`src/source/macro_settings.svh`:
```
`ifndef MACRO_SETTINGS_SVH
`define MACRO_SETTINGS_SVH

// spin array
`define MACRO_NUM_SPIN 16

// bits per coupling and per bias
`define MACRO_BITJ 4

// coupling rows per weight read
`define MACRO_PARALLELISM 4

`define MACRO_ENERGY_BIT 32

// prefetch buffer entries
`define MACRO_FETCH_DEPTH 2

`define MACRO_FLIP_ADDR_BIT 6
`define MACRO_SCALE_BIT 4

`endif

```
`src/source/ising_pkg.sv`:
```
`default_nettype none

`include "macro_settings.svh"

package ising_pkg;

    // one bit per spin, 1 stands for +1 and 0 for -1
    typedef logic [`MACRO_NUM_SPIN-1:0] spin_t;

    // signed coupling or bias weight
    typedef logic signed [`MACRO_BITJ-1:0] weight_t;

    // element j of a row is J_ij
    typedef weight_t [`MACRO_NUM_SPIN-1:0] j_row_t;

    // rows base*PARALLELISM + r
    typedef j_row_t [`MACRO_PARALLELISM-1:0] j_block_t;

    typedef weight_t [`MACRO_NUM_SPIN-1:0] h_vec_t;

    typedef logic signed [`MACRO_ENERGY_BIT-1:0] energy_t;

    // index of a weight block
    typedef logic [$clog2(`MACRO_NUM_SPIN / `MACRO_PARALLELISM)-1:0] block_addr_t;

endpackage

`default_nettype wire

```
`src/source/mem_pkg.sv`:
```
`default_nettype none

`include "macro_settings.svh"

package mem_pkg;

    import ising_pkg::*;

    typedef logic [`MACRO_FLIP_ADDR_BIT-1:0] flip_addr_t;

    // weight memory read port, data one cycle after ren
    typedef struct packed {
        logic        ren;
        block_addr_t addr;
    } weight_req_t;

    // flip memory read port
    typedef struct packed {
        logic       ren;
        flip_addr_t addr;
    } flip_req_t;

    typedef struct packed {
        spin_t mask;
    } flip_rsp_t;

endpackage

`default_nettype wire

```
`src/source/weight_fetch.sv`:
```
`timescale 1ns/1ps
`default_nettype none

`include "macro_settings.svh"

module weight_fetch
    import ising_pkg::*;
    import mem_pkg::*;
(
    input  logic        clk_i,
    input  logic        arst_n_i,
    input  logic        flush_i,
    input  logic        start_i,
    output weight_req_t weight_req_o,
    input  j_block_t    weight_rdata_i,
    output logic        blk_valid_o,
    input  logic        blk_ready_i,
    output j_block_t    blk_o
);

    localparam int num_blocks = `MACRO_NUM_SPIN / `MACRO_PARALLELISM;
    localparam int depth = `MACRO_FETCH_DEPTH;
    localparam int ptr_bit = (depth > 1) ? $clog2(depth) : 1;
    localparam int cnt_bit = $clog2(depth + 1);

    j_block_t           buf_q [depth];
    logic [ptr_bit-1:0] wr_ptr_q;
    logic [ptr_bit-1:0] rd_ptr_q;
    logic [cnt_bit-1:0] count_q;
    logic [cnt_bit:0]   occupancy;
    logic               pending_q;
    logic               fetching_q;
    block_addr_t        blk_cnt_q;
    logic               issue;
    logic               pop;
    logic               push;
    logic               bypass;
    logic               buf_pop;

    // reads in flight plus buffered blocks
    assign occupancy = count_q + pending_q;

    // empty buffer lets returning data straight through
    assign bypass = (count_q == '0);
    assign blk_valid_o = !bypass || pending_q;
    assign blk_o = bypass ? weight_rdata_i : buf_q[rd_ptr_q];

    assign pop = blk_valid_o && blk_ready_i;
    assign buf_pop = pop && !bypass;
    assign push = pending_q && !(bypass && pop);

    // read only when the returning block has a guaranteed slot
    assign issue = fetching_q && !flush_i && ((occupancy < depth) || pop);

    assign weight_req_o = '{ren: issue, addr: blk_cnt_q};

    always_ff @(posedge clk_i or negedge arst_n_i) begin
        if (!arst_n_i) begin
            fetching_q <= 1'b0;
            blk_cnt_q <= '0;
            pending_q <= 1'b0;
            wr_ptr_q <= '0;
            rd_ptr_q <= '0;
            count_q <= '0;
        end else if (flush_i) begin
            fetching_q <= 1'b0;
            blk_cnt_q <= '0;
            pending_q <= 1'b0;
            wr_ptr_q <= '0;
            rd_ptr_q <= '0;
            count_q <= '0;
        end else begin
            pending_q <= issue;
            if (start_i) begin
                fetching_q <= 1'b1;
                blk_cnt_q <= '0;
            end else if (issue) begin
                blk_cnt_q <= blk_cnt_q + 1'b1;
                if (blk_cnt_q == block_addr_t'(num_blocks - 1)) begin
                    fetching_q <= 1'b0;
                end
            end
            if (push) begin
                wr_ptr_q <= (wr_ptr_q == ptr_bit'(depth - 1)) ? '0 : wr_ptr_q + 1'b1;
            end
            if (buf_pop) begin
                rd_ptr_q <= (rd_ptr_q == ptr_bit'(depth - 1)) ? '0 : rd_ptr_q + 1'b1;
            end
            if (push && !buf_pop) begin
                count_q <= count_q + 1'b1;
            end else if (!push && buf_pop) begin
                count_q <= count_q - 1'b1;
            end
        end
    end

    always_ff @(posedge clk_i) begin
        if (push) begin
            buf_q[wr_ptr_q] <= weight_rdata_i;
        end
    end

endmodule

`default_nettype wire

```
`config.mk`:
```
export PLATFORM = sky130hd
export DESIGN_NAME = weight_fetch
export DESIGN_NICKNAME = d
export VERILOG_FILES = /design/src/source/ising_pkg.sv /design/src/source/mem_pkg.sv /design/src/source/weight_fetch.sv
export VERILOG_INCLUDE_DIRS = /design/src /design/src/source
export SDC_FILE = /design/constraint.sdc
export NUM_CORES = 1
export LEC_CHECK = 0
export ABC_AREA = 1
export BUFFER_PORTS_ARGS = -buffer_cell sky130_fd_sc_hd__buf_2
export CAP_MARGIN = 30
export CORE_MARGIN = 3
export CORE_UTILIZATION = 55
export CTS_BUF_LIST = sky130_fd_sc_hd__clkbuf_8
export CTS_CLUSTER_SIZE = 24
export DETAILED_ROUTE_END_ITERATION = 8
export PLACE_DENSITY_LB_ADDON = 0.25
export SYNTH_ARGS = -nofsm -noshare
export SYNTH_HDL_FRONTEND = slang
export SYNTH_SLANG_ARGS = --single-unit
```
`constraint.sdc`:
```
create_clock -name clk_i -period 15.4 [get_ports clk_i]
set_input_delay 2.31 -clock clk_i [delete_from_list [all_inputs] [get_ports clk_i]]
set_output_delay 2.31 -clock clk_i [all_outputs]
set_load 0.05 [all_outputs]
```
==> results_dict.tcl <==
set metrics [dict create \
    synthAdderAreaFrac 0.000597 \
    cts-root-buf "clkbuf_8" \
    worstMarginPinSlew_ps 1000 \
    start_util 0.566 \
    htreeDepth 3 \
    whs_path_depth 2 \
    wire_per_inst_um 20.3 \
    r2r_slack_ps 11420 \
    hold_start "blk_cnt_q[1]$_DFFE_PN0P_" \
    avgViaCountPerCell 5.53 \
    whs_ps 564 \
    post-route-cell-area_mm2 0.0254 \
    cp-startpoint "rd_ptr_q$_DFFE_PN0P_" \
    drc 0 \
    r2r-start "count_q[1]$_DFFE_PN0P_" \
    gp_congestion 0.827 \
    ys_seq_area_frac 0.743 \
    setup_slack_ps 9600 \
    status "finished, final reports clean" \
    worst_ep_required_time_ps 13090 \
    grt-ovfl-total 0 \
    r2r_cells 6 \
    clock_sinks 520 \
    setup.worst_path.end_class "primary output" \
    finalSetupTns_ps 0 \
    cts_inserted_buffers 82 \
    grt_max_degree 100 \
    ioPinCount 521 \
    ant_nets 0 \
    use_met3 0.0820 \
    cellLeakagePower_nw 10.2 \
    via_count 15500 \
    path_buf_inv 4 \
    power.total_mw 3.86 \
    antenna_found_initial 29 \
    synth-simple-area-share 0.101 \
    synth-xor-area-share 0 \
    path_cells "buf_4 > buf_12 > buf_4 > a21oi_1 > a21oi_1 > buf_2" \
    hp-class "flop to flop" \
    p_switching_mw 1.45 \
    skew_ps 22.1 \
    synthMuxAreaShare 0 \
    cp.arrival_ps 3490 \
    portBuffers 520 \
    path_class "flop to primary output" \
    r2r_end "buf_q[0][153]$_DFFE_PP_" \
    core_mm2 0.0370 \
    clock_latency_ps 630 \
    synth.avg_cell_area_um2 12.2 \
    synth_top_family_by_area "compound AO/OA/AOI/OAI gates" \
    critPathMaxStageDelay_ps 750 \
    p_clk_frac 0.272 \
    finalCriticalPeriod_ps 5800 \
    period_share 0.376 \
    internal_power_mw 2.41 \
    post-cts-setup-buffers 0 \
    die_w_um 201 \
    synth_cell_type_count 20 \
    drv_slew 0 \
    combPwrFrac 0.306 \
    syn_to_final_growth_pct 21.3 \
    final_cells 2812 \
    cts_resized 0 \
    ctsHoldBuffers 0 \
    cts_tree "yes" \
    dp.cells 2654 \
    dieArea_mm2 0.0405 \
    met1_usage 0.346 \
    wirelength_mm 57.1 \
    synth-compound-area-share 0.123 \
    power_density_mw_per_mm2 152 \
    critPathLaunchType "flop" \
    post-dp-hpwl_mm 36.5 \
    dieHeight_um 201 \
    cp_max_fo 75 \
    slew_headroom 0.333 \
    first_global_vias 15400 \
    max_freq_mhz 172 \
    drt_iter0_drc 1282 \
    grt_util_met2 0.437 \
    synth-seq-cells 520 \
    rsz0062_at_grt "no" \
    cts.path.max_buffers 3 \
    path_clk_slew_ps 60 \
    hold_viol_final 0 \
    drive_gt1_frac 0.284 \
    place_area_mm2 0.0239 \
    top_usage_layer "met2" \
    grt_pass1_wl_mm 87.2 \
    final_nets 2496 \
    power_frac_seq 0.422 \
    switching_share 0.376 \
    final_core_util 0.686 \
    first_pass_iters 5 \
    yosysWarnings 0 \
    crit_family "buffers and inverters" \
    syn_area_mm2 0.0210 \
    syn_nets 1981 \
    syn_inst 1719 \
    track_usage 0.273 \
    path_depth 6 \
    preCtsSetupSlack_ps 10020 \
    whs_endpoint "blk_cnt_q[1]$_DFFE_PN0P_" \
    vdd_drop_max_uv 111 \
    rows 70 \
    maxCapViolCount 0 \
    setup_viol 0 \
    cp_slowest_cell "buf_4" \
]
## synth_stat cells, drive strengths merged
cell type,n,area [µm²]
a21oi,513,2570
edfxtp,512,15400
nand2,282,1060
nor2,264,998
buf,95,554
clkbuf,19,71.3
inv,11,41.3
dfrtp,8,200
nand3,7,35.0
o21ai,3,15.0
nor3,2,10.0
clkinv,1,3.75
ha,1,12.5
nor3b,1,7.51
## tightest hold or removal path, cell delays in order (launching register included)
cell and delay, ps:
dfrtp_1 380, nand3_1 80, nand2_1 70
## state kept, by name, indices dropped and copies added, names as in the netlist
name        count
blk_cnt_q       2
buf_q         512
count_q         2
fetching_q      1
pending_q       1
rd_ptr_q        1
wr_ptr_q        1
## cells by family (layout without fill, tap and decap cells)
family | Yosys count | in the layout
flops | 520 | 520
simple gates | 556 | 556
fa+ha+maj | 1 | 1
compound gates | 516 | 516
other cells | 0 | 26
buf+inv | 126 | 689
## final cells by class
cell class	instances	area, µm²
antenna	26	65.1
clock buffer	91	1250
clock inverter	41	186
fill	2711	11600
inverter	12	50.0
multi-input combinational	1073	4740
sequential	520	15600
tap	504	631
timing repair buffer	545	2910
## per-layer routing
| layer | vias to the layer above | routed length (µm) |
|---|---|---|
| li1 | 7228 | - |
| met3 | 126 | 5530 |
| met2 | 740 | 28200 |
| met5 | - | 68 |
| met1 | 7431 | 21300 |
| met4 | 12 | 1990 |
## worst max-delay path by stage
stage,endpoint
after floorplan,buf_q[0][0]$_DFFE_PP_
after global placement,blk_o[144]
after detailed placement,blk_o[13]
after CTS,blk_o[16]
after global routing,blk_o[173]
final,blk_o[27]
## placed cells by master, fill, tap and decap left out
cell and count:
clkinvlp_4 1, edfxtp_1 512, ha_1 1, inv_6 1, inv_2 1, nor3_1 2
a21oi_1 513, clkinv_1 11, buf_4 18, nor2_1 261, dfrtp_4 1, nand3_1 7
nand2_8 1, nor2_4 3, buf_12 3, bufinv_16 1, clkbuf_8 91, o21ai_1 1
buf_16 4, dfrtp_1 7, diode_2 26, nand2_1 281, buf_2 520, o21ai_0 2
inv_1 36, nor3b_1 1, clkinv_2 2
## power by group through the flow
stage / combinational (mW) / clock (mW) / sequential, mW
after detailed placement: 1.18 / 0 / 1.66
after global placement: 1.16 / 0 / 1.65
after global routing: 1.25 / 1.14 / 1.63
after CTS: 1.18 / 1.07 / 1.63
final: 1.18 / 1.05 / 1.63
after floorplan: 0.868 / 0 / 1.68
Power figures use the tool's default switching activity.
