==> config.mk <==
export PLATFORM = sky130hd
export DESIGN_NAME = flip_manager
export DESIGN_NICKNAME = d
export VERILOG_FILES = /design/src/source/ising_pkg.sv /design/src/source/mem_pkg.sv /design/src/source/flip_manager.sv
export VERILOG_INCLUDE_DIRS = /design/src /design/src/source
export SDC_FILE = /design/constraint.sdc
export NUM_CORES = 1
export LEC_CHECK = 0
export ABC_AREA = 0
export BUFFER_PORTS_ARGS = -buffer_cell sky130_fd_sc_hd__buf_2
export CORE_AREA = 2 2 100 102
export CTS_BUF_LIST = sky130_fd_sc_hd__clkbuf_8
export DETAILED_ROUTE_END_ITERATION = 6
export DIE_AREA = 0 0 102 104
export PLACE_DENSITY = 0.9
export SLEW_MARGIN = 20
export SYNTH_ARGS = -nofsm -noshare
export SYNTH_HDL_FRONTEND = slang
export SYNTH_SLANG_ARGS = --single-unit
export TNS_END_PERCENT = 10
==> constraint.sdc <==
create_clock -name clk_i -period 5.02 [get_ports clk_i]
set_clock_uncertainty 0.15 [all_clocks]
set_input_delay 0.502 -clock clk_i [delete_from_list [all_inputs] [get_ports clk_i]]
set_output_delay 0.502 -clock clk_i [all_outputs]
set_load 0.05 [all_outputs]
==> src/source/macro_settings.svh <==
`ifndef MACRO_SETTINGS_SVH
`define MACRO_SETTINGS_SVH

// spin array
`define MACRO_NUM_SPIN 16

// bits per coupling and per bias
`define MACRO_BITJ 4

// coupling rows per weight read
`define MACRO_PARALLELISM 4

`define MACRO_ENERGY_BIT 32

// prefetch buffer entries
`define MACRO_FETCH_DEPTH 2

`define MACRO_FLIP_ADDR_BIT 6
`define MACRO_SCALE_BIT 4

`endif

==> src/source/ising_pkg.sv <==
`default_nettype none

`include "macro_settings.svh"

package ising_pkg;

    // one bit per spin, 1 stands for +1 and 0 for -1
    typedef logic [`MACRO_NUM_SPIN-1:0] spin_t;

    // signed coupling or bias weight
    typedef logic signed [`MACRO_BITJ-1:0] weight_t;

    // element j of a row is J_ij
    typedef weight_t [`MACRO_NUM_SPIN-1:0] j_row_t;

    // rows base*PARALLELISM + r
    typedef j_row_t [`MACRO_PARALLELISM-1:0] j_block_t;

    typedef weight_t [`MACRO_NUM_SPIN-1:0] h_vec_t;

    typedef logic signed [`MACRO_ENERGY_BIT-1:0] energy_t;

    // index of a weight block
    typedef logic [$clog2(`MACRO_NUM_SPIN / `MACRO_PARALLELISM)-1:0] block_addr_t;

endpackage

`default_nettype wire

==> src/source/mem_pkg.sv <==
`default_nettype none

`include "macro_settings.svh"

package mem_pkg;

    import ising_pkg::*;

    typedef logic [`MACRO_FLIP_ADDR_BIT-1:0] flip_addr_t;

    // weight memory read port, data one cycle after ren
    typedef struct packed {
        logic        ren;
        block_addr_t addr;
    } weight_req_t;

    // flip memory read port
    typedef struct packed {
        logic       ren;
        flip_addr_t addr;
    } flip_req_t;

    typedef struct packed {
        spin_t mask;
    } flip_rsp_t;

endpackage

`default_nettype wire

==> src/source/flip_manager.sv <==
`timescale 1ns/1ps
`default_nettype none

`include "macro_settings.svh"

module flip_manager
    import ising_pkg::*;
    import mem_pkg::*;
(
    input  logic                            clk_i,
    input  logic                            arst_n_i,
    input  logic                            flush_i,
    input  logic                            config_valid_i,
    input  spin_t                           config_spin_i,
    input  logic                            cmpt_en_i,
    input  logic                            en_comparison_i,
    input  logic [`MACRO_FLIP_ADDR_BIT-1:0] flip_last_addr_i,
    output flip_req_t                       flip_req_o,
    input  flip_rsp_t                       flip_rsp_i,
    output logic                            cand_valid_o,
    output spin_t                           cand_spin_o,
    input  logic                            cand_ready_i,
    input  logic                            energy_valid_i,
    input  energy_t                         energy_i,
    output logic                            energy_ready_o,
    output energy_t                         best_energy_o,
    output spin_t                           best_spin_o,
    output logic                            energy_fifo_update_o,
    output logic                            cmpt_idle_o
);

    typedef enum logic [2:0] {
        st_idle,
        st_send,
        st_wait,
        st_read,
        st_flip
    } fm_state_e;

    fm_state_e  state_q;
    logic       cmpt_en_q;
    logic       cmpt_rise;
    logic       baseline_q;
    logic       update_q;
    logic       accept;
    flip_addr_t iter_q;
    spin_t      cand_q;
    spin_t      cur_spin_q;
    spin_t      best_spin_q;
    energy_t    best_energy_q;

    assign cmpt_rise = cmpt_en_i && !cmpt_en_q;

    // baseline always replaces, otherwise strictly lower or comparison off
    assign accept = baseline_q || !en_comparison_i || (energy_i < best_energy_q);

    assign cand_valid_o = (state_q == st_send);
    assign cand_spin_o = cand_q;
    assign energy_ready_o = (state_q == st_wait);
    assign flip_req_o = '{ren: (state_q == st_read), addr: iter_q};

    assign best_energy_o = best_energy_q;
    assign best_spin_o = best_spin_q;
    assign energy_fifo_update_o = update_q;
    assign cmpt_idle_o = (state_q == st_idle);

    always_ff @(posedge clk_i or negedge arst_n_i) begin
        if (!arst_n_i) begin
            state_q <= st_idle;
            cmpt_en_q <= 1'b0;
            baseline_q <= 1'b0;
            update_q <= 1'b0;
            iter_q <= '0;
            cur_spin_q <= '0;
            best_spin_q <= '0;
            best_energy_q <= '0;
        end else begin
            cmpt_en_q <= cmpt_en_i;
            update_q <= 1'b0;
            if (config_valid_i) begin
                cur_spin_q <= config_spin_i;
                best_spin_q <= '0;
                best_energy_q <= '0;
            end
            if (flush_i) begin
                state_q <= st_idle;
            end else begin
                case (state_q)
                    st_idle: begin
                        if (cmpt_rise) begin
                            state_q <= st_send;
                            baseline_q <= 1'b1;
                            iter_q <= '0;
                        end
                    end
                    st_send: begin
                        if (cand_ready_i) begin
                            state_q <= st_wait;
                        end
                    end
                    st_wait: begin
                        if (energy_valid_i) begin
                            baseline_q <= 1'b0;
                            if (accept) begin
                                update_q <= 1'b1;
                                best_energy_q <= energy_i;
                                best_spin_q <= cand_q;
                                cur_spin_q <= cand_q;
                            end
                            // iter_q counts masks already applied
                            if (iter_q == flip_last_addr_i) begin
                                state_q <= st_idle;
                            end else begin
                                state_q <= st_read;
                            end
                        end
                    end
                    st_read: state_q <= st_flip;
                    st_flip: begin
                        state_q <= st_send;
                        iter_q <= iter_q + 1'b1;
                    end
                    default: state_q <= st_idle;
                endcase
            end
        end
    end

    // candidate is the configured spins on baseline, else current spins xor mask
    always_ff @(posedge clk_i) begin
        if (state_q == st_idle && cmpt_rise) begin
            cand_q <= cur_spin_q;
        end else if (state_q == st_flip) begin
            cand_q <= cur_spin_q ^ flip_rsp_i.mask;
        end
    end

endmodule

`default_nettype wire

==> results of run 1 <==
-- final cells by class --
cell class	instances	area, um^2
clock buffers	9	123.9
repair buffers	155	805.8
well taps	133	166.4
inverters	39	146.4
fillers	754	3339
diodes	1	2.502
flip-flops and latches	92	2382
multi-input cells	298	2537
clock inverters	7	45.04
-- power breakdown --
part           switching (mW)  internal, mW
Clock                   0.269         0.179
Sequential             0.0686         0.853
Combinational           0.419         0.226
Total                   0.756          1.26
-- worst max path at each step --
stage / start / end / depth (start not counted)
2_1_floorplan: best_energy_o[31]$_DFF_PN0_ / best_energy_o[12]$_DFF_PN0_ / 11
3_3_place_gp: energy_i[2] / cur_spin_q[10]$_DFF_PN0_ / 9
3_5_place_dp: energy_i[2] / best_energy_o[2]$_DFF_PN0_ / 9
4_1_cts: best_energy_o[2]$_DFF_PN0_ / best_energy_o[1]$_DFF_PN0_ / 9
5_1_grt: best_energy_o[2]$_DFF_PN0_ / cur_spin_q[4]$_DFF_PN0_ / 10
6_report: best_energy_o[2]$_DFF_PN0_ / cur_spin_q[12]$_DFF_PN0_ / 10
-- layer usage --
metal	part of all wire	global-route usage	wire, um
met5	0	0	0
met4	0.020	0.07619	233
met3	0.055	0.03226	637
met2	0.51	0.3825	5846
met1	0.42	0.2762	4858
-- stage by stage --
step / std cells / power [mW] / hold slack (ps) / utilization / worst slack (ps)
after floorplan: 446 / 1.401 / 56.41 / - / 1907
after global placement: 716 / 1.553 / 361.2 / 0.6295 / 1520
after detailed placement: 716 / 1.580 / 377.3 / 0.6295 / 1487
after CTS: 732 / 2.030 / 95.96 / 0.6471 / 1682
after global routing: 734 / 2.110 / 109.0 / 0.6503 / 1585
final: 734 / 2.013 / 115.6 / 0.6503 / 1722
-- logic make-up after synthesis --
family / synth area share
and+or+nand+nor: 0.1110
xor gates and xnor gates: 0.04233
AOI/OAI and AO/OA: 0.04838
DFF: 0.4606
adders and majority gates: 0.07741
buffers and inverters: 0.05056
muxes: 0.2097
-- worst max-delay path: cells and delay by family, from the launching register on --
kind,cells,cell delay (ps)
fa+ha+maj,1,290
simple gates,2,810
mux,1,330
compound gates,4,820
buf+inv,2,380
flops,1,380
-- registers in the layout, indices dropped and copies added, names as in the netlist --
name	cells
cmpt_en_q	1
energy_fifo_update_o	1
best_energy_o	32
state_q	3
baseline_q	1
cur_spin_q	16
best_spin_o	16
cand_spin_o	16
iter_q	6
-- cell usage after synthesis (2+ instances only) --
| cell | number | area, um^2 |
|---|---|---|
| sky130_fd_sc_hd__a21oi_1 | 16 | 80.08 |
| sky130_fd_sc_hd__a31oi_1 | 2 | 12.51 |
| sky130_fd_sc_hd__and4_1 | 2 | 17.52 |
| sky130_fd_sc_hd__buf_2 | 2 | 10.01 |
| sky130_fd_sc_hd__buf_6 | 6 | 67.56 |
| sky130_fd_sc_hd__clkbuf_1 | 8 | 30.03 |
| sky130_fd_sc_hd__dfrtp_1 | 76 | 1902 |
| sky130_fd_sc_hd__edfxtp_1 | 16 | 480.5 |
| sky130_fd_sc_hd__ha_1 | 32 | 400.4 |
| sky130_fd_sc_hd__inv_1 | 39 | 146.4 |
| sky130_fd_sc_hd__mux2_2 | 31 | 349.1 |
| sky130_fd_sc_hd__mux2_4 | 49 | 735.7 |
| sky130_fd_sc_hd__nand2_1 | 31 | 116.4 |
| sky130_fd_sc_hd__nand3_1 | 2 | 10.01 |
| sky130_fd_sc_hd__nand4_1 | 2 | 12.51 |
| sky130_fd_sc_hd__nor2_1 | 48 | 180.2 |
| sky130_fd_sc_hd__nor2b_1 | 20 | 125.1 |
| sky130_fd_sc_hd__nor3_1 | 5 | 25.02 |
| sky130_fd_sc_hd__o21ai_0 | 10 | 50.05 |
| sky130_fd_sc_hd__o221ai_1 | 3 | 26.28 |
| sky130_fd_sc_hd__xnor2_1 | 18 | 157.7 |
| sky130_fd_sc_hd__xor2_1 | 7 | 61.31 |
-- cells in the final DEF, fill, tap and decap left out, drive strengths merged, types with 2 or more instances in the layout --
cell      netlist  routed
buf             9     155
mux2           80      80
dfrtp          76      76
nor2           48      48
inv            39      42
ha             32      32
nand2          32      32
nor2b          20      20
xnor2          18      18
a21oi          16      16
edfxtp         16      16
o21ai          11      11
clkbuf          8       9
xor2            7       7
nor3            5       5
o221ai          3       3
and4            2       2
a31oi           2       2
nand4           2       2
nand3           2       2
clkinvlp        0       2
nor4            2       2
clkinv          0       2
==> impl_metrics.env, run 1 <==
export IMPL_crit_path_start_kind="flop"
export IMPL_final_hold_violation_count=0
export IMPL_post_dp_cell_area_mm2=0.006011
export IMPL_timing_hold_worst_path_depth=1
export IMPL_min_path_type="input pin to flop"
export IMPL_max_slew_margin=0.3477
export IMPL_post_route_period_util=0.6570
export IMPL_initial_utilization=0.5417
export IMPL_longest_individual_stage_delay_on_the_worst_path_ps=720
export IMPL_grt_setup_unrepaired="false"
export IMPL_area_growth_syn_to_layout_pct=20.05
export IMPL_min_delay_worst_endpoint="cmpt_en_q$_DFF_PN0_"
export IMPL_rows=36
export IMPL_drtPass1Iterations=5
export IMPL_antenna_found_initial=1
export IMPL_synth_seq_cells=92
export IMPL_cp_cell_sequence="inv_1, ha_1, a211o_1, a31oi_1, o221ai_1, a21oi_1, nor3_1, or4b_4, buf_16, mux2_4"
export IMPL_maxcap_violations=0
export IMPL_hold_fix_buffers_at_cts=0
export IMPL_min_from="cmpt_en_i"
export IMPL_clock_fmax_mhz=303.2
export IMPL_cts_sinks=92
export IMPL_pin_count=153
export IMPL_gp_routability_congestion=0.8448
export IMPL_via_count=3840
export IMPL_cts_resized_gates=0
export IMPL_clock_tree_buffer_depth=2
export IMPL_power_density_mw_per_mm2=324.2
export IMPL_grt_total_usage=0.2200
export IMPL_synth_avg_cell_area_um2=11.60
export IMPL_tightestPinTransition_ps=978.5
export IMPL_timing_final_max_slew_violations=0
export IMPL_cp_required_ps=5120
export IMPL_syn_num_nets=556
export IMPL_finish_instance_area_mm2=0.006210
export IMPL_final_setup_viol_count=0
export IMPL_drt_wirelength_per_cell_um=15.77
export IMPL_first_global_vias=3971
export IMPL_worst_r2r_endpoint="cur_spin_q[12]$_DFF_PN0_"
export IMPL_post_synthesis_cells=446
export IMPL_seq_area_frac_synth=0.4606
export IMPL_grt_first_pass_wirelength_mm=18.53
export IMPL_detail_route_antenna_nets=0
export IMPL_drc=0
export IMPL_ys_types=43
export IMPL_timing_reg2reg_worst_path_depth=10
export IMPL_die_x_um=102
export IMPL_dp_hpwl_mm=8.382
export IMPL_critical_path_peak_fanout=42
export IMPL_clock_transition_at_the_register_clock_pins_on_the_worst_setup_and_hold_paths_after_cts_ps=90
export IMPL_end_kind="flop"
export IMPL_regToRegStartpoint="best_energy_o[2]$_DFF_PN0_"
export IMPL_cts_made_buffers=9
export IMPL_grt_start_max_net_pins=77
export IMPL_vias_per_cell=5.232
export IMPL_cts_root_buf="sky130_fd_sc_hd__clkbuf_8"
export IMPL_timing_reg2reg_setup_slack_ps=1720
export IMPL_routed_wirelength_mm=11.58
export IMPL_die_footprint_mm2=0.01061
export IMPL_synthArstFlopShare=0.8261
export IMPL_status="complete, no violations"
export IMPL_vdd_ir_drop_worst_mv=0.3199
export IMPL_layout_drive_gt1_share=0.4217
export IMPL_slowest_stage="sky130_fd_sc_hd__or4b_4"
export IMPL_worst_skew_pair_late_latency_ps=360
export IMPL_syn_cell_area_mm2=0.005172
export IMPL_synthFlopType="sky130_fd_sc_hd__dfrtp_1"
export IMPL_core_area_mm2=0.009549
export IMPL_yosysWarnings=0
export IMPL_dr_first_iter_drc_count=107
export IMPL_static_power_due_to_leakage_nw=3.258
export IMPL_cts_setup_buffers=0
export IMPL_die_outline_height_um=104
export IMPL_worst_path_class_setup="flop to flop"
export IMPL_synth_enable_flop_cells=16
export IMPL_clock_tree_from_tritoncts="done"
export IMPL_cp_data_arrival_time_ps=3390
export IMPL_num_nets_final=705
export IMPL_grt_overflow_total=0
export IMPL_timing_final_crit_period_ps=3298
export IMPL_io_buffers=152
export IMPL_setup_tns_ps=0
export IMPL_h_tree_depth=3
(Power assumes the default switching activity.)
==> inputs of run 2 (changes only) <==
--- a/config.mk
+++ b/config.mk
@@ -8,11 +8,11 @@
 export LEC_CHECK = 0
 export ABC_AREA = 0
 export BUFFER_PORTS_ARGS = -buffer_cell sky130_fd_sc_hd__buf_2
-export CORE_AREA = 2 2 100 102
+export CORE_AREA = 2 2 106 108
 export CTS_BUF_LIST = sky130_fd_sc_hd__clkbuf_8
 export DETAILED_ROUTE_END_ITERATION = 6
-export DIE_AREA = 0 0 102 104
-export PLACE_DENSITY = 0.9
+export DIE_AREA = 0 0 108 110
+export PLACE_DENSITY = 0.85
 export SLEW_MARGIN = 20
 export SYNTH_ARGS = -nofsm -noshare
 export SYNTH_HDL_FRONTEND = slang
==> constraint.sdc (replaced) <==
create_clock -name clk_i -period 2.95 [get_ports clk_i]
set_clock_uncertainty 0.15 [all_clocks]
set_input_delay 0.295 -clock clk_i [delete_from_list [all_inputs] [get_ports clk_i]]
set_output_delay 0.295 -clock clk_i [all_outputs]
set_load 0.05 [all_outputs]
==> run 2 against run 1 <==
Compared with the run above:
- hold slack got worse by 78 ps
- die area up 12%
- routed wire length is 3.9% higher
- first-iteration DRC count rose by 33%
- design area up 5.6%
- via count increased by 0.65%
==> impl_metrics.env, run 2 (synthesized netlist as in run 1, its figures left out) <==
export IMPL_initial_utilization=0.4835
export IMPL_cp_required_ps=3040
export IMPL_num_nets_final=717
export IMPL_clock_transition_at_the_register_clock_pins_on_the_worst_setup_and_hold_paths_after_cts_ps=90
export IMPL_cp_data_arrival_time_ps=3010
export IMPL_vias_per_cell=5.140
export IMPL_maxcap_violations=0
export IMPL_timing_final_max_slew_violations=0
export IMPL_grt_first_pass_wirelength_mm=18.95
export IMPL_fillers=865
export IMPL_final_hold_violation_count=0
export IMPL_power_density_mw_per_mm2=559.2
export IMPL_layout_cells_most_common="sky130_fd_sc_hd__buf_2"
export IMPL_largest_register_ffs=32
export IMPL_clock_tree_from_tritoncts="done"
export IMPL_clock_fmax_mhz=342.0
export IMPL_critical_path_peak_fanout=30
export IMPL_slowest_stage="sky130_fd_sc_hd__or4b_4"
export IMPL_post_dp_cell_area_mm2=0.006111
export IMPL_status="complete, no violations"
export IMPL_post_route_period_util=0.9910
export IMPL_rows=38
export IMPL_vdd_ir_drop_worst_mv=0.6483
export IMPL_grt_overflow_total=0
export IMPL_core_area_mm2=0.01070
export IMPL_area_growth_syn_to_layout_pct=26.75
export IMPL_static_power_due_to_leakage_nw=3.347
export IMPL_grt_start_max_net_pins=77
export IMPL_drc=0
export IMPL_die_outline_height_um=110
export IMPL_post_layout_nonfiller_instances=752
export IMPL_h_tree_depth=3
export IMPL_detail_route_antenna_nets=0
export IMPL_crit_path_start_kind="flop"
export IMPL_cts_made_buffers=9
export IMPL_finalPower_mw=3.666
export IMPL_timing_final_crit_period_ps=2924
export IMPL_cts_root_buf="sky130_fd_sc_hd__clkbuf_8"
export IMPL_final_setup_viol_count=0
export IMPL_die_x_um=108
export IMPL_antenna_found_initial=1
export IMPL_longest_individual_stage_delay_on_the_worst_path_ps=570
export IMPL_gp_routability_congestion=0.8261
export IMPL_die_footprint_mm2=0.01188
export IMPL_layout_drive_gt1_share=0.4902
export IMPL_drt_wirelength_per_cell_um=15.99
export IMPL_diodes=0
export IMPL_end_kind="flop"
export IMPL_io_buffers=152
export IMPL_finish_instance_area_mm2=0.006556
export IMPL_min_path_type="input pin to flop"
export IMPL_worst_path_class_setup="flop to flop"
export IMPL_routed_wirelength_mm=12.03
export IMPL_dr_first_iter_drc_count=142
export IMPL_drtPass1Iterations=4
export IMPL_cp_cell_sequence="inv_2, ha_4, a211o_1, a31oi_1, o221ai_2, a21oi_2, nor3_2, or4b_4, buf_12, mux2_4"
export IMPL_dp_hpwl_mm=8.539
export IMPL_worst_skew_pair_late_latency_ps=350
export IMPL_tightestPinTransition_ps=894.4
export IMPL_pin_count=153
export IMPL_clock_tree_buffer_depth=2
export IMPL_grt_setup_unrepaired="true"
export IMPL_max_slew_margin=0.4038
export IMPL_grt_total_usage=0.2030
export IMPL_place_inst=728
export IMPL_cts_sinks=92
export IMPL_worst_hold_slack_ps=37.24
export IMPL_first_global_vias=3962
export IMPL_final_cell_mix="151 x sky130_fd_sc_hd__buf_2, 58 x sky130_fd_sc_hd__dfrtp_1, 49 x sky130_fd_sc_hd__mux2_4"
export IMPL_via_count=3865
-- run 2: changes by cell type in the layout (fill, tap and decap cells not counted), moves of 6 or more --
cell / previous run / this run
sky130_fd_sc_hd__buf_4: 3 / 9
sky130_fd_sc_hd__dfrtp_1: 76 / 58
sky130_fd_sc_hd__dfrtp_2: 0 / 18
sky130_fd_sc_hd__ha_1: 32 / 26
sky130_fd_sc_hd__ha_4: 0 / 6
sky130_fd_sc_hd__inv_1: 41 / 34
-- run 2: what timing repair did --
action                                  CTS  global route
cloned                                    0             1
setup buffers                             0             4
hold buffers                              2             0
gates resized for setup                   1            19
pin swaps                                 2             4
endpoints found under the hold margin    77             0
endpoints found under the setup margin   64            64
-- run 2: per-layer routing --
layer,wire [um],track usage
met2,6033,0.3459
met3,625,0.03880
met4,278,0.07418
met5,13,0
met1,5077,0.2586
-- run 2: final timing paths --
kind,startpoint,endpoint,slack (ps),cells after the start
max reg2reg,best_energy_o[2]$_DFF_PN0_,best_energy_o[14]$_DFF_PN0_,30,10
max,best_energy_o[2]$_DFF_PN0_,best_energy_o[14]$_DFF_PN0_,30,10
max in group asynchronous,arst_n_i,best_energy_o[1]$_DFF_PN0_,1860,3
min reg2reg,baseline_q$_DFFE_PN0P_,baseline_q$_DFFE_PN0P_,360,1
min in group asynchronous,arst_n_i,best_energy_o[18]$_DFF_PN0_,200,2
min,energy_i[7],best_energy_o[7]$_DFF_PN0_,40,2
-- run 2: final cells by class --
| cell class | count | area (um^2) | area share |
|---|---|---|---|
| Sequential cell | 92 | 2405 | 0.3668 |
| Inverter | 39 | 146.4 | 0.02233 |
| Timing Repair Buffer | 167 | 955.9 | 0.1458 |
| Multi-Input combinational cell | 298 | 2649 | 0.4040 |
| Tap cell | 140 | 175.2 | 0.02672 |
| Clock buffer | 10 | 137.6 | 0.02099 |
| Clock inverter | 6 | 87.58 | 0.01336 |
-- run 2: through the flow --
stage | setup WS, ps | TNS [ps] | util
floorplan | 0.9035 | 0 | -
global placement | -42.54 | -1145 | 0.5712
detailed placement | -89.14 | -3262 | 0.5712
CTS | 2.369 | 0 | 0.5945
global route | -108.7 | -4934 | 0.6129
finish | 26.41 | 0 | 0.6129
-- run 2: where the power goes --
| part | internal (mW) | switching [mW] |
|---|---|---|
| Combinational | 0.420 | 0.735 |
| Sequential | 1.45 | 0.108 |
| Clock | 0.499 | 0.451 |
| Total | 2.37 | 1.29 |
-- run 2: worst max-delay path, delay by kind of cell, from the launching register on --
kind	cells	cell delay (ps)
multiplexers	1	320
adder cells (fa/ha/maj)	1	190
AO/OA/AOI/OAI	4	780
AND/OR/NAND/NOR	2	650
flip-flops	1	410
buffers and inverters	2	290
